==> config.mk <==
export PLATFORM = sky130hd
export DESIGN_NAME = f2fix_top
export DESIGN_NICKNAME = d
export VERILOG_FILES = /design/src/verilog/f2fix_pkg.sv /design/src/verilog/float_classifier.sv /design/src/verilog/mantissa_shifter.sv /design/src/verilog/fixed_rounder.sv /design/src/verilog/output_saturator.sv /design/src/verilog/fill_counter.sv /design/src/verilog/f2fix_top.sv
export SDC_FILE = /design/constraint.sdc
export NUM_CORES = 1
export LEC_CHECK = 0
export CAP_MARGIN = 20
export CORE_MARGIN = 3
export CORE_UTILIZATION = 45
export DETAILED_ROUTE_END_ITERATION = 16
export DONT_BUFFER_PORTS = 1
export PLACE_DENSITY = 0.65
export REMOVE_ABC_BUFFERS = 1
export SETUP_SLACK_MARGIN = 0.1
export SLEW_MARGIN = 25
export SYNTH_ARGS = -nofsm -noshare
export SYNTH_HDL_FRONTEND = slang
export SYNTH_SLANG_ARGS = --single-unit
==> constraint.sdc <==
create_clock -name clk -period 3.2 [get_ports clk]
set_clock_uncertainty 0.05 [all_clocks]
set_input_delay 0.48 -clock clk [delete_from_list [all_inputs] [get_ports clk]]
set_output_delay 0.48 -clock clk [all_outputs]
set_load 0.05 [all_outputs]
==> src/verilog/f2fix_pkg.sv <==
`default_nettype none

package f2fix_pkg;

    localparam int INT_WID  = 16;
    localparam int FRA_WID  = 16;
    localparam int EXP_WID  = 8;
    localparam int MANT_WID = 23;
    localparam int EXP_BIAS = 127;

    localparam int EXP_UPPER_BOUND = INT_WID - 2;  // sign bit and hidden one
    localparam int EXP_LOWER_BOUND = FRA_WID + 1;  // fraction plus round bit

    localparam int SHIFT_WID      = 6;
    localparam int SHIFT_1ST_WID  = 2;
    localparam int SHIFT_2ND_WID  = 2;
    localparam int SHIFT_LAST_WID = 2;

    localparam int PIPE_DEPTH   = 5;
    localparam int FILL_CNT_WID = $clog2(PIPE_DEPTH + 1);

    localparam int FLOAT_WID = 1 + EXP_WID + MANT_WID;
    localparam int ALIGN_WID = INT_WID + FRA_WID + 1;
    localparam int MANT1_WID = MANT_WID + 1 + (2 ** SHIFT_1ST_WID - 1);
    localparam int MANT2_WID = MANT1_WID + ((2 ** SHIFT_2ND_WID - 1) << SHIFT_1ST_WID);
    localparam int WIDE_WID  = MANT_WID + ALIGN_WID;  // round bit sits at the hidden one

    typedef logic [FLOAT_WID-1:0]                    float_t;
    typedef logic [EXP_WID-1:0]                      exp_t;
    typedef logic [MANT_WID-1:0]                     mant_t;
    typedef logic [SHIFT_WID-1:0]                    shift_t;
    typedef logic [SHIFT_2ND_WID+SHIFT_LAST_WID-1:0] shift_rest_t;
    typedef logic [MANT1_WID-1:0]                    mant1_t;
    typedef logic [MANT2_WID-1:0]                    mant2_t;
    typedef logic [ALIGN_WID-1:0]                    aligned_t;
    typedef logic signed [INT_WID-1:0]               fixed_int_t;
    typedef logic [FRA_WID-1:0]                      fixed_frac_t;
    typedef logic [FRA_WID:0]                        frac_twos_t;
    typedef logic [FILL_CNT_WID-1:0]                 fill_cnt_t;

    localparam exp_t        EXP_SHIFT_BASE = exp_t'(EXP_BIAS - EXP_LOWER_BOUND);
    localparam exp_t        EXP_OVF_BASE   = exp_t'(EXP_BIAS + EXP_UPPER_BOUND);
    localparam float_t      MIN_FLOAT      = {1'b1, exp_t'(EXP_BIAS + INT_WID - 1), mant_t'(0)};
    localparam fixed_int_t  FIX_INT_MAX    = fixed_int_t'({1'b0, {(INT_WID - 1){1'b1}}});
    localparam fixed_int_t  FIX_INT_MIN    = fixed_int_t'({1'b1, {(INT_WID - 1){1'b0}}});
    localparam fixed_frac_t FIX_FRAC_MAX   = '1;
    localparam fill_cnt_t   FILL_FULL      = fill_cnt_t'(PIPE_DEPTH);

    typedef struct packed {
        logic sign;
        logic zero;
        logic denorm;
        logic nan;
        logic infinity;
        logic overflow;
        logic underflow;
        logic result_clr;  // force result to zero
        logic result_set;  // force result to max or min
    } conv_flags_t;

endpackage

`default_nettype wire

==> src/verilog/float_classifier.sv <==
`default_nettype none

module float_classifier (
    input  logic                   clk,
    input  logic                   rstn,
    input  logic                   clk_en,
    input  f2fix_pkg::float_t      float_val,
    output f2fix_pkg::mant1_t      mant_shifted,
    output f2fix_pkg::shift_rest_t shift_rest,
    output f2fix_pkg::conv_flags_t flags
);

    logic                   sign;
    f2fix_pkg::exp_t        exponent;
    f2fix_pkg::mant_t       mantissa;
    f2fix_pkg::exp_t        exp_diff;
    f2fix_pkg::shift_t      shift_amt;
    logic                   exp_zero;
    logic                   exp_ones;
    logic                   mant_zero;
    logic                   is_min;
    f2fix_pkg::conv_flags_t flags_next;

    assign sign     = float_val[f2fix_pkg::FLOAT_WID-1];
    assign exponent = float_val[f2fix_pkg::MANT_WID +: f2fix_pkg::EXP_WID];
    assign mantissa = float_val[f2fix_pkg::MANT_WID-1:0];

    // unbiased exponent plus lower bound
    assign exp_diff  = exponent - f2fix_pkg::EXP_SHIFT_BASE;
    assign shift_amt = exp_diff[f2fix_pkg::SHIFT_WID-1:0];

    assign exp_zero  = (exponent == '0);
    assign exp_ones  = (exponent == '1);
    assign mant_zero = (mantissa == '0);
    assign is_min    = (float_val == f2fix_pkg::MIN_FLOAT);  // exactly -2^15

    always_comb begin
        flags_next           = '0;
        flags_next.sign      = sign;
        flags_next.zero      = exp_zero & mant_zero;
        flags_next.denorm    = exp_zero & ~mant_zero;
        flags_next.nan       = exp_ones & ~mant_zero;
        flags_next.infinity  = exp_ones & mant_zero;
        flags_next.overflow  = (exponent > f2fix_pkg::EXP_OVF_BASE) & ~is_min;
        flags_next.underflow = (exponent < f2fix_pkg::EXP_SHIFT_BASE);

        flags_next.result_clr = flags_next.zero | flags_next.nan | flags_next.denorm
                              | flags_next.underflow;
        flags_next.result_set = flags_next.infinity | flags_next.overflow | is_min;
    end

    always_ff @(posedge clk or negedge rstn) begin
        if (!rstn) begin
            mant_shifted <= '0;
            shift_rest   <= '0;
            flags        <= '0;
        end else if (clk_en) begin
            mant_shifted <= f2fix_pkg::mant1_t'({1'b1, mantissa})
                            << shift_amt[f2fix_pkg::SHIFT_1ST_WID-1:0];  // low slice
            shift_rest   <= shift_amt[f2fix_pkg::SHIFT_WID-1:f2fix_pkg::SHIFT_1ST_WID];
            flags        <= flags_next;
        end
    end

endmodule

`default_nettype wire

==> src/verilog/mantissa_shifter.sv <==
`default_nettype none

module mantissa_shifter (
    input  logic                   clk,
    input  logic                   rstn,
    input  logic                   clk_en,
    input  f2fix_pkg::mant1_t      mant_shifted,
    input  f2fix_pkg::shift_rest_t shift_rest,
    input  f2fix_pkg::conv_flags_t flags_in,
    output f2fix_pkg::aligned_t    aligned,
    output f2fix_pkg::conv_flags_t flags_out
);

    f2fix_pkg::mant2_t                  mant_r2;
    logic [f2fix_pkg::SHIFT_LAST_WID-1:0] shift_last_r2;
    f2fix_pkg::conv_flags_t             flags_r2;
    logic [f2fix_pkg::WIDE_WID-1:0]     mant_wide;

    // middle slice weighted by the low slice width
    always_ff @(posedge clk or negedge rstn) begin
        if (!rstn) begin
            mant_r2       <= '0;
            shift_last_r2 <= '0;
            flags_r2      <= '0;
        end else if (clk_en) begin
            mant_r2       <= f2fix_pkg::mant2_t'(mant_shifted)
                             << {shift_rest[f2fix_pkg::SHIFT_2ND_WID-1:0],
                                 {f2fix_pkg::SHIFT_1ST_WID{1'b0}}};
            shift_last_r2 <= shift_rest[f2fix_pkg::SHIFT_2ND_WID +: f2fix_pkg::SHIFT_LAST_WID];
            flags_r2      <= flags_in;
        end
    end

    always_comb begin
        mant_wide = {{(f2fix_pkg::WIDE_WID - f2fix_pkg::MANT2_WID){1'b0}}, mant_r2}
                    << {shift_last_r2,
                        {(f2fix_pkg::SHIFT_1ST_WID + f2fix_pkg::SHIFT_2ND_WID){1'b0}}};
    end

    always_ff @(posedge clk or negedge rstn) begin
        if (!rstn) begin
            aligned   <= '0;
            flags_out <= '0;
        end else if (clk_en) begin
            aligned   <= mant_wide[f2fix_pkg::MANT_WID +: f2fix_pkg::ALIGN_WID];  // int, frac, round
            flags_out <= flags_r2;
        end
    end

endmodule

`default_nettype wire

==> src/verilog/fixed_rounder.sv <==
`default_nettype none

module fixed_rounder (
    input  logic                   clk,
    input  logic                   rstn,
    input  logic                   clk_en,
    input  f2fix_pkg::aligned_t    aligned,
    input  f2fix_pkg::conv_flags_t flags_in,
    output f2fix_pkg::fixed_int_t  int_part,
    output f2fix_pkg::fixed_frac_t frac_part,
    output f2fix_pkg::frac_twos_t  frac_twos,
    output f2fix_pkg::conv_flags_t flags_out
);

    logic                          round_bit;
    f2fix_pkg::fixed_frac_t        frac_raw;
    logic [f2fix_pkg::INT_WID-1:0] int_raw;
    logic [f2fix_pkg::FRA_WID:0]   frac_sum;
    f2fix_pkg::fixed_frac_t        frac_rnd;
    logic                          frac_carry;

    assign round_bit = aligned[0];
    assign frac_raw  = aligned[1 +: f2fix_pkg::FRA_WID];
    assign int_raw   = aligned[f2fix_pkg::FRA_WID+1 +: f2fix_pkg::INT_WID];

    // half up on the magnitude
    always_comb begin
        frac_sum   = {1'b0, frac_raw} + round_bit;
        frac_rnd   = frac_sum[f2fix_pkg::FRA_WID-1:0];
        frac_carry = frac_sum[f2fix_pkg::FRA_WID];
    end

    always_ff @(posedge clk or negedge rstn) begin
        if (!rstn) begin
            int_part  <= '0;
            frac_part <= '0;
            frac_twos <= '0;
            flags_out <= '0;
        end else if (clk_en) begin
            int_part  <= f2fix_pkg::fixed_int_t'(int_raw + frac_carry);  // carry into integer
            frac_part <= frac_rnd;
            frac_twos <= {1'b0, ~frac_rnd} + 1'b1;  // top bit set only for zero fraction
            flags_out <= flags_in;
        end
    end

endmodule

`default_nettype wire

==> src/verilog/output_saturator.sv <==
`default_nettype none

module output_saturator (
    input  logic                   clk,
    input  logic                   rstn,
    input  logic                   clk_en,
    input  f2fix_pkg::fixed_int_t  int_part,
    input  f2fix_pkg::fixed_frac_t frac_part,
    input  f2fix_pkg::frac_twos_t  frac_twos,
    input  f2fix_pkg::conv_flags_t flags_in,
    output f2fix_pkg::fixed_int_t  fixed_integer,
    output f2fix_pkg::fixed_frac_t fixed_fraction,
    output logic                   overflow,
    output logic                   underflow,
    output logic                   nan,
    output logic                   infinity,
    output logic                   denorm,
    output logic                   zero
);

    f2fix_pkg::fixed_int_t  res_int;
    f2fix_pkg::fixed_frac_t res_frac;

    // a negative value keeps a positive fraction and the integer absorbs the borrow
    always_comb begin
        if (flags_in.sign) begin
            res_int  = ~int_part + frac_twos[f2fix_pkg::FRA_WID];
            res_frac = frac_twos[f2fix_pkg::FRA_WID-1:0];
        end else begin
            res_int  = int_part;
            res_frac = frac_part;
        end
    end

    always_ff @(posedge clk or negedge rstn) begin
        if (!rstn) begin
            fixed_integer  <= '0;
            fixed_fraction <= '0;
            overflow       <= 1'b0;
            underflow      <= 1'b0;
            nan            <= 1'b0;
            infinity       <= 1'b0;
            denorm         <= 1'b0;
            zero           <= 1'b0;
        end else if (clk_en) begin
            nan      <= flags_in.nan;
            infinity <= flags_in.infinity;
            denorm   <= flags_in.denorm;
            zero     <= flags_in.zero;

            if (flags_in.infinity) begin
                overflow  <= 1'b1;
                underflow <= 1'b0;
            end else if (flags_in.zero | flags_in.nan | flags_in.denorm) begin
                overflow  <= 1'b0;
                underflow <= 1'b0;
            end else begin
                overflow  <= flags_in.overflow;
                underflow <= flags_in.underflow;
            end

            if (flags_in.result_clr) begin
                fixed_integer  <= '0;
                fixed_fraction <= '0;
            end else if (flags_in.result_set) begin
                fixed_integer  <= flags_in.sign ? f2fix_pkg::FIX_INT_MIN : f2fix_pkg::FIX_INT_MAX;
                fixed_fraction <= flags_in.sign ? '0 : f2fix_pkg::FIX_FRAC_MAX;
            end else if (!flags_in.sign && res_int[f2fix_pkg::INT_WID-1]) begin
                fixed_integer  <= f2fix_pkg::FIX_INT_MAX;  // rounding carried into sign bit
                fixed_fraction <= f2fix_pkg::FIX_FRAC_MAX;
            end else begin
                fixed_integer  <= res_int;
                fixed_fraction <= res_frac;
            end
        end
    end

endmodule

`default_nettype wire

==> src/verilog/fill_counter.sv <==
`default_nettype none

module fill_counter (
    input  logic clk,
    input  logic rstn,
    input  logic clk_en,
    output logic done
);

    f2fix_pkg::fill_cnt_t fill_cnt;
    f2fix_pkg::fill_cnt_t fill_next;

    assign fill_next = (fill_cnt == f2fix_pkg::FILL_FULL) ? fill_cnt : fill_cnt + 1'b1;  // saturate

    always_ff @(posedge clk or negedge rstn) begin
        if (!rstn) begin
            fill_cnt <= '0;
            done     <= 1'b0;
        end else if (clk_en) begin
            fill_cnt <= fill_next;
            done     <= (fill_next == f2fix_pkg::FILL_FULL);  // stays high once full
        end
    end

endmodule

`default_nettype wire

==> src/verilog/f2fix_top.sv <==
`default_nettype none

module f2fix_top (
    input  logic                   clk,
    input  logic                   rstn,
    input  logic                   clk_en,
    input  f2fix_pkg::float_t      float_val,
    output f2fix_pkg::fixed_int_t  fixed_integer,
    output f2fix_pkg::fixed_frac_t fixed_fraction,
    output logic                   overflow,
    output logic                   underflow,
    output logic                   nan,
    output logic                   infinity,
    output logic                   denorm,
    output logic                   zero,
    output logic                   done
);

    f2fix_pkg::mant1_t      mant_shifted;
    f2fix_pkg::shift_rest_t shift_rest;
    f2fix_pkg::conv_flags_t flags_st1;
    f2fix_pkg::aligned_t    aligned;
    f2fix_pkg::conv_flags_t flags_st3;
    f2fix_pkg::fixed_int_t  int_part;
    f2fix_pkg::fixed_frac_t frac_part;
    f2fix_pkg::frac_twos_t  frac_twos;
    f2fix_pkg::conv_flags_t flags_st4;

    float_classifier u_classifier (
        .clk          (clk),
        .rstn         (rstn),
        .clk_en       (clk_en),
        .float_val    (float_val),
        .mant_shifted (mant_shifted),
        .shift_rest   (shift_rest),
        .flags        (flags_st1)
    );

    mantissa_shifter u_shifter (  // stages 2 and 3
        .clk          (clk),
        .rstn         (rstn),
        .clk_en       (clk_en),
        .mant_shifted (mant_shifted),
        .shift_rest   (shift_rest),
        .flags_in     (flags_st1),
        .aligned      (aligned),
        .flags_out    (flags_st3)
    );

    fixed_rounder u_rounder (
        .clk       (clk),
        .rstn      (rstn),
        .clk_en    (clk_en),
        .aligned   (aligned),
        .flags_in  (flags_st3),
        .int_part  (int_part),
        .frac_part (frac_part),
        .frac_twos (frac_twos),
        .flags_out (flags_st4)
    );

    output_saturator u_saturator (
        .clk            (clk),
        .rstn           (rstn),
        .clk_en         (clk_en),
        .int_part       (int_part),
        .frac_part      (frac_part),
        .frac_twos      (frac_twos),
        .flags_in       (flags_st4),
        .fixed_integer  (fixed_integer),
        .fixed_fraction (fixed_fraction),
        .overflow       (overflow),
        .underflow      (underflow),
        .nan            (nan),
        .infinity       (infinity),
        .denorm         (denorm),
        .zero           (zero)
    );

    fill_counter u_fill (
        .clk    (clk),
        .rstn   (rstn),
        .clk_en (clk_en),
        .done   (done)
    );

endmodule

`default_nettype wire

==> key figures <==
Synth
  – FF+latch count, synth: roughly 230
  – Most used DFF post-synth: sky130_fd_sc_hd__dfrtp_1
  – Sequential cell area fraction in the yosys report: between 40% and 50%
  – Post-synth cell types: between 60 and 70
  – Count of flip-flops with a built-in enable after synthesis: 0
  – Synthesis Warnings: 0
  – Fraction of registers with async set/reset: 100%
  – Cell area after technology mapping: 11700 um^2
  – Syn Inst Count: between 1k and 1.5k
  – Synthesized area per cell: around 9.9 um^2

Clock network
  – CTS Buffer Depth: 3
  – Total CTS buffers: 25
  – Clock insertion delay at the later pin of the skew report: 520 ps
  – Clock Sinks: 231
  – Register clock-pin slew on the reported worst setup and hold paths: approximately 60 ps
  – TritonCTS clock tree: built
  – Count of H-tree levels built during CTS: 1
  – Root Buffer: sky130_fd_sc_hd__clkbuf_16

Placed design
  – Post-detail-place hpwl: between 15000 and 20000 um
  – RD Place Congestion: slightly below 0.9
  – Number of port buffers: 0
  – Placed cells: between 1k and 1.5k

Timing
  – Post-Route Setup TNS: 0 ps
  – Final hold viol count: roughly 230
  – # setup viols final: 0
  – Highest clock rate: ~360 MHz
  – Shortest clock period the worst path allows after layout: 2760 ps
  – Setup repair after global routing missed its margin: false
  – Worst slew slack as a fraction of its limit: 42.5%
  – Final cycle utilization of the critical path: 86.3%
  – Count of final max-slew check failures: 0
  – Slew at the pin closest to its max-slew limit: 862 ps
  – Post-route worst hold slack: -387 ps

Drt
  – Ratio of routed vias to standard cells: around 5.5
  – Total length of routed wires: 24400 um
  – DRC violation count after routing: 0
  – Drt pass-1 iters: 4
  – Routed wire per std cell: 16.4 um
  – Detailed Route Iter0 Violations: 619
  – Vias post-DR: just over 8k
  – Post-DRT Antenna Nets: 0

Die
  – Total Die Area: around 28000 um^2
  – Cell row count: between 50 and 60
  – Y dimension of the die: roughly 170 um
  – Die width: between 150 and 200 um
  – I/O pin cnt: 74
  – Core region area: approximately 25000 um^2
  – Effective utilization at floorplan: between 40% and 50%

Layout
  – Count of non-filler cells in the finished layout: roughly 1.5k
  – Number of antenna repair diodes: 0
  – Layout overhead on the synthesized area: 9.58%
  – Fraction of layout cells with a size suffix above 1: a little over an eighth
  – Area used by sequential logic in the layout: 5780 um^2
  – Filler instances: ~2.3k
  – Combined area of the multi-input logic cells: between 5000 and 6000 um^2
  – Final #Nets: approximately 1.2k

GRT
  – Final global-route overflow total: 0
  – Initial antenna violation count: 0
  – Wire length of the first global-routing pass: between 40000 and 50000 um
  – Pin count of the biggest net entering global routing: approximately 330
  – All-layer global routing usage: between 10% and 20%
  – Number of global-route vias before repair: roughly 8.0k

Outcome
  – Failing checks: negative hold slack
  – Result of the run: finished, violations left

Critical path
  – Cell occurring most often along the worst timing path: sky130_fd_sc_hd__ha_1
  – Capturing element type of the critical path: flip-flop
  – Required time reported for the critical path endpoint: about 3600 ps
  – CP Class: flip-flop to flip-flop
  – Longest individual stage delay on the worst path: 380 ps
  – Number of buffer and inverter instances along the worst setup path: 0
  – Dominant delay contributor by cell family on the critical path: simple AND/OR/NAND/NOR gates
  – Kind of start point of the critical path: flip-flop
  – Cell breakdown of the critical path: ha_1, ha_2, nand4_4, nor2_2, nand2_1, nor3_1, ha_1, ha_1, and2_1, and3_1, nand3_1, xor2_1, a21oi_1
  – Arrival time worst endpoint: between 3000 and 4000 ps
  – Crit Path Max Fanout: 8
  – CP max-delay cell: sky130_fd_sc_hd__dfrtp_1

Hold path
  – Class of the most critical hold timing path: primary input to asynchronous set/reset pin

Pwr
  – Max rail drop VDD: between 0.0005 and 0.0006 V
  – Sequential fraction of design power: approximately 48%
  – Power Internal: 6380 uW
  – Proportion of total power due to net switching: between 30% and 40%
  – Clock network fraction of design power: approximately a third
  – Leakage power figure: approximately 0.0055 uW
  – Power Density: roughly 740 nW/um^2
  – Final total power: around 9500 uW
  – P_sw: 3090 uW
  – Logic pwr share: between 10% and 20%

Job
  – Max-cap check violation count: 0
[timing repair]
action	in CTS	in global routing
buffers inserted	0	0
endpoints found under the hold margin	231	231
endpoints found under the setup margin	0	2
gates resized for setup	0	3
[area by class of cell]
class	instances	area share, %
clock buffers	39	6.05
clock inverters	6	1.04
inverters	89	2.60
multi-input cells	785	41.6
flip-flops and latches	231	45.0
well taps	330	3.21
repair buffers	9	0.526
[final timing paths]
kind	endpoint	cells past startpoint	slack, ps	from
worst max-delay path	u_rounder.int_part[14]$_DFFE_PN0P_	13	440	u_shifter.aligned[0]$_DFFE_PN0P_
worst min-delay path	u_saturator.fixed_integer[14]$_DFFE_PN0P_	0	-390	rstn
worst max register to register	u_rounder.int_part[14]$_DFFE_PN0P_	13	440	u_shifter.aligned[0]$_DFFE_PN0P_
worst min register to register	u_classifier.flags[0]$_DFFE_PN0P_	1	430	u_classifier.flags[0]$_DFFE_PN0P_
max in group asynchronous	u_shifter.mant_r2[25]$_DFFE_PN0P_	0	3030	rstn
min in group clk	u_rounder.int_part[13]$_DFFE_PN0P_	1	10	clk_en
[metal layers]
layer | vias to the layer above | routed length [um] | GRT usage, %
met1 | 3899 | 12200 | 26.1
li1 | 4055 | - | -
met3 | 35 | 983 | 2.83
met5 | - | 0 | 0
met4 | 0 | 616 | 4.34
met2 | 148 | 10600 | 26.5
[power by group through the flow]
| stage | registers [uW] | logic (uW) | clock network [uW] |
|---|---|---|---|
| 2_1_floorplan | 4430 | 1430 | 0 |
| 3_3_place_gp | 4530 | 1810 | 0 |
| 3_5_place_dp | 4560 | 1840 | 0 |
| 4_1_cts | 4500 | 1850 | 3210 |
| 5_1_grt | 4600 | 2090 | 3320 |
| 6_report | 4500 | 1840 | 3130 |
[cells in the final DEF, fill, tap and decap left out, drive strengths merged, types with 2 or more instances in the layout]
master,count
nor3,15
nor2b,12
o22a,15
a31oi,5
and3,5
nor2,143
a22oi,19
o2111ai,3
a21boi,2
a21oi,103
dfrtp,231
or2,3
clkinv,2
o41ai,3
o22ai,60
or4,6
inv,89
and4,2
xnor2,32
xor2,16
o21ai,36
clkbuf,39
o21a,3
nor4,10
nand3,29
nand4,12
nand2,47
a31o,3
ha,11
buf,9
a221oi,3
mux2,98
nand3b,4
nand2b,6
o211ai,2
o31a,2
bufinv,4
mux2i,58
and2,5
o31ai,2
[cell usage after synthesis (4+ instances only)]
cell type,n,area share (%)
sky130_fd_sc_hd__or4_1,4,0.26
sky130_fd_sc_hd__o21ai_1,9,0.38
sky130_fd_sc_hd__clkbuf_1,56,1.8
sky130_fd_sc_hd__nand2b_1,6,0.32
sky130_fd_sc_hd__nand2_1,47,1.5
sky130_fd_sc_hd__xnor2_1,31,2.3
sky130_fd_sc_hd__inv_1,87,2.8
sky130_fd_sc_hd__dfrtp_1,231,49
sky130_fd_sc_hd__mux2_1,12,1.2
sky130_fd_sc_hd__o22ai_1,60,3.2
sky130_fd_sc_hd__xor2_1,15,1.1
sky130_fd_sc_hd__nor2_1,143,4.6
sky130_fd_sc_hd__a22oi_1,19,1.2
sky130_fd_sc_hd__o22a_1,15,1.1
sky130_fd_sc_hd__a21oi_1,103,4.4
sky130_fd_sc_hd__nand3b_1,4,0.26
sky130_fd_sc_hd__mux2i_1,58,4.9
sky130_fd_sc_hd__mux2_2,86,8.3
sky130_fd_sc_hd__buf_1,18,0.58
sky130_fd_sc_hd__nor3_1,14,0.60
sky130_fd_sc_hd__nor2b_1,12,0.64
sky130_fd_sc_hd__and3_1,5,0.27
sky130_fd_sc_hd__ha_1,11,1.2
sky130_fd_sc_hd__o21ai_0,27,1.2
sky130_fd_sc_hd__nor4_1,9,0.48
sky130_fd_sc_hd__and2_1,4,0.21
sky130_fd_sc_hd__nand3_1,28,1.2
sky130_fd_sc_hd__a31oi_1,5,0.27
sky130_fd_sc_hd__nand4_1,11,0.59
[sequential cells by signal, summed over array words and instances (netlist names), named ones only]
register / cells
u_shifter.aligned: 33
u_shifter.flags_out: 9
u_classifier.shift_rest: 4
u_shifter.shift_last_r2: 2
u_saturator.fixed_fraction: 16
u_saturator.fixed_integer: 16
u_classifier.mant_shifted: 27
u_rounder.int_part: 16
u_saturator.denorm: 1
u_fill.fill_cnt: 1
u_fill.done: 1
u_saturator.infinity: 1
u_rounder.flags_out: 9
u_shifter.flags_r2: 9
u_shifter.mant_r2: 39
u_rounder.frac_part: 15
u_classifier.flags: 9
u_saturator.underflow: 1
u_saturator.nan: 1
u_saturator.zero: 1
u_saturator.overflow: 1
u_rounder.frac_twos: 17
[through the flow]
step                      worst slack (ps)  util (%)  hold slack [ps]  instance area [um^2]
after floorplan                        644         -              134                 11400
after global placement                 358      47.0              141                 11900
after detailed placement               269      47.0              140                 11900
after CTS                              279      50.6             -411                 12800
after global routing                   107      50.6             -410                 12900
final                                  440      50.6             -387                 12900
[logic make-up (layout without fill, tap and decap cells)]
family	after synthesis	count (layout)	synth area share, %
AOI/OAI and AO/OA	267	267	14.0
xor gates and xnor gates	48	48	3.81
adders and majority gates	11	11	1.17
buffers and inverters	164	143	5.26
DFF	231	231	49.3
muxes	156	156	14.4
and+or+nand+nor	303	303	12.1
No activity file was read; power rests on OpenSTA's default activity.
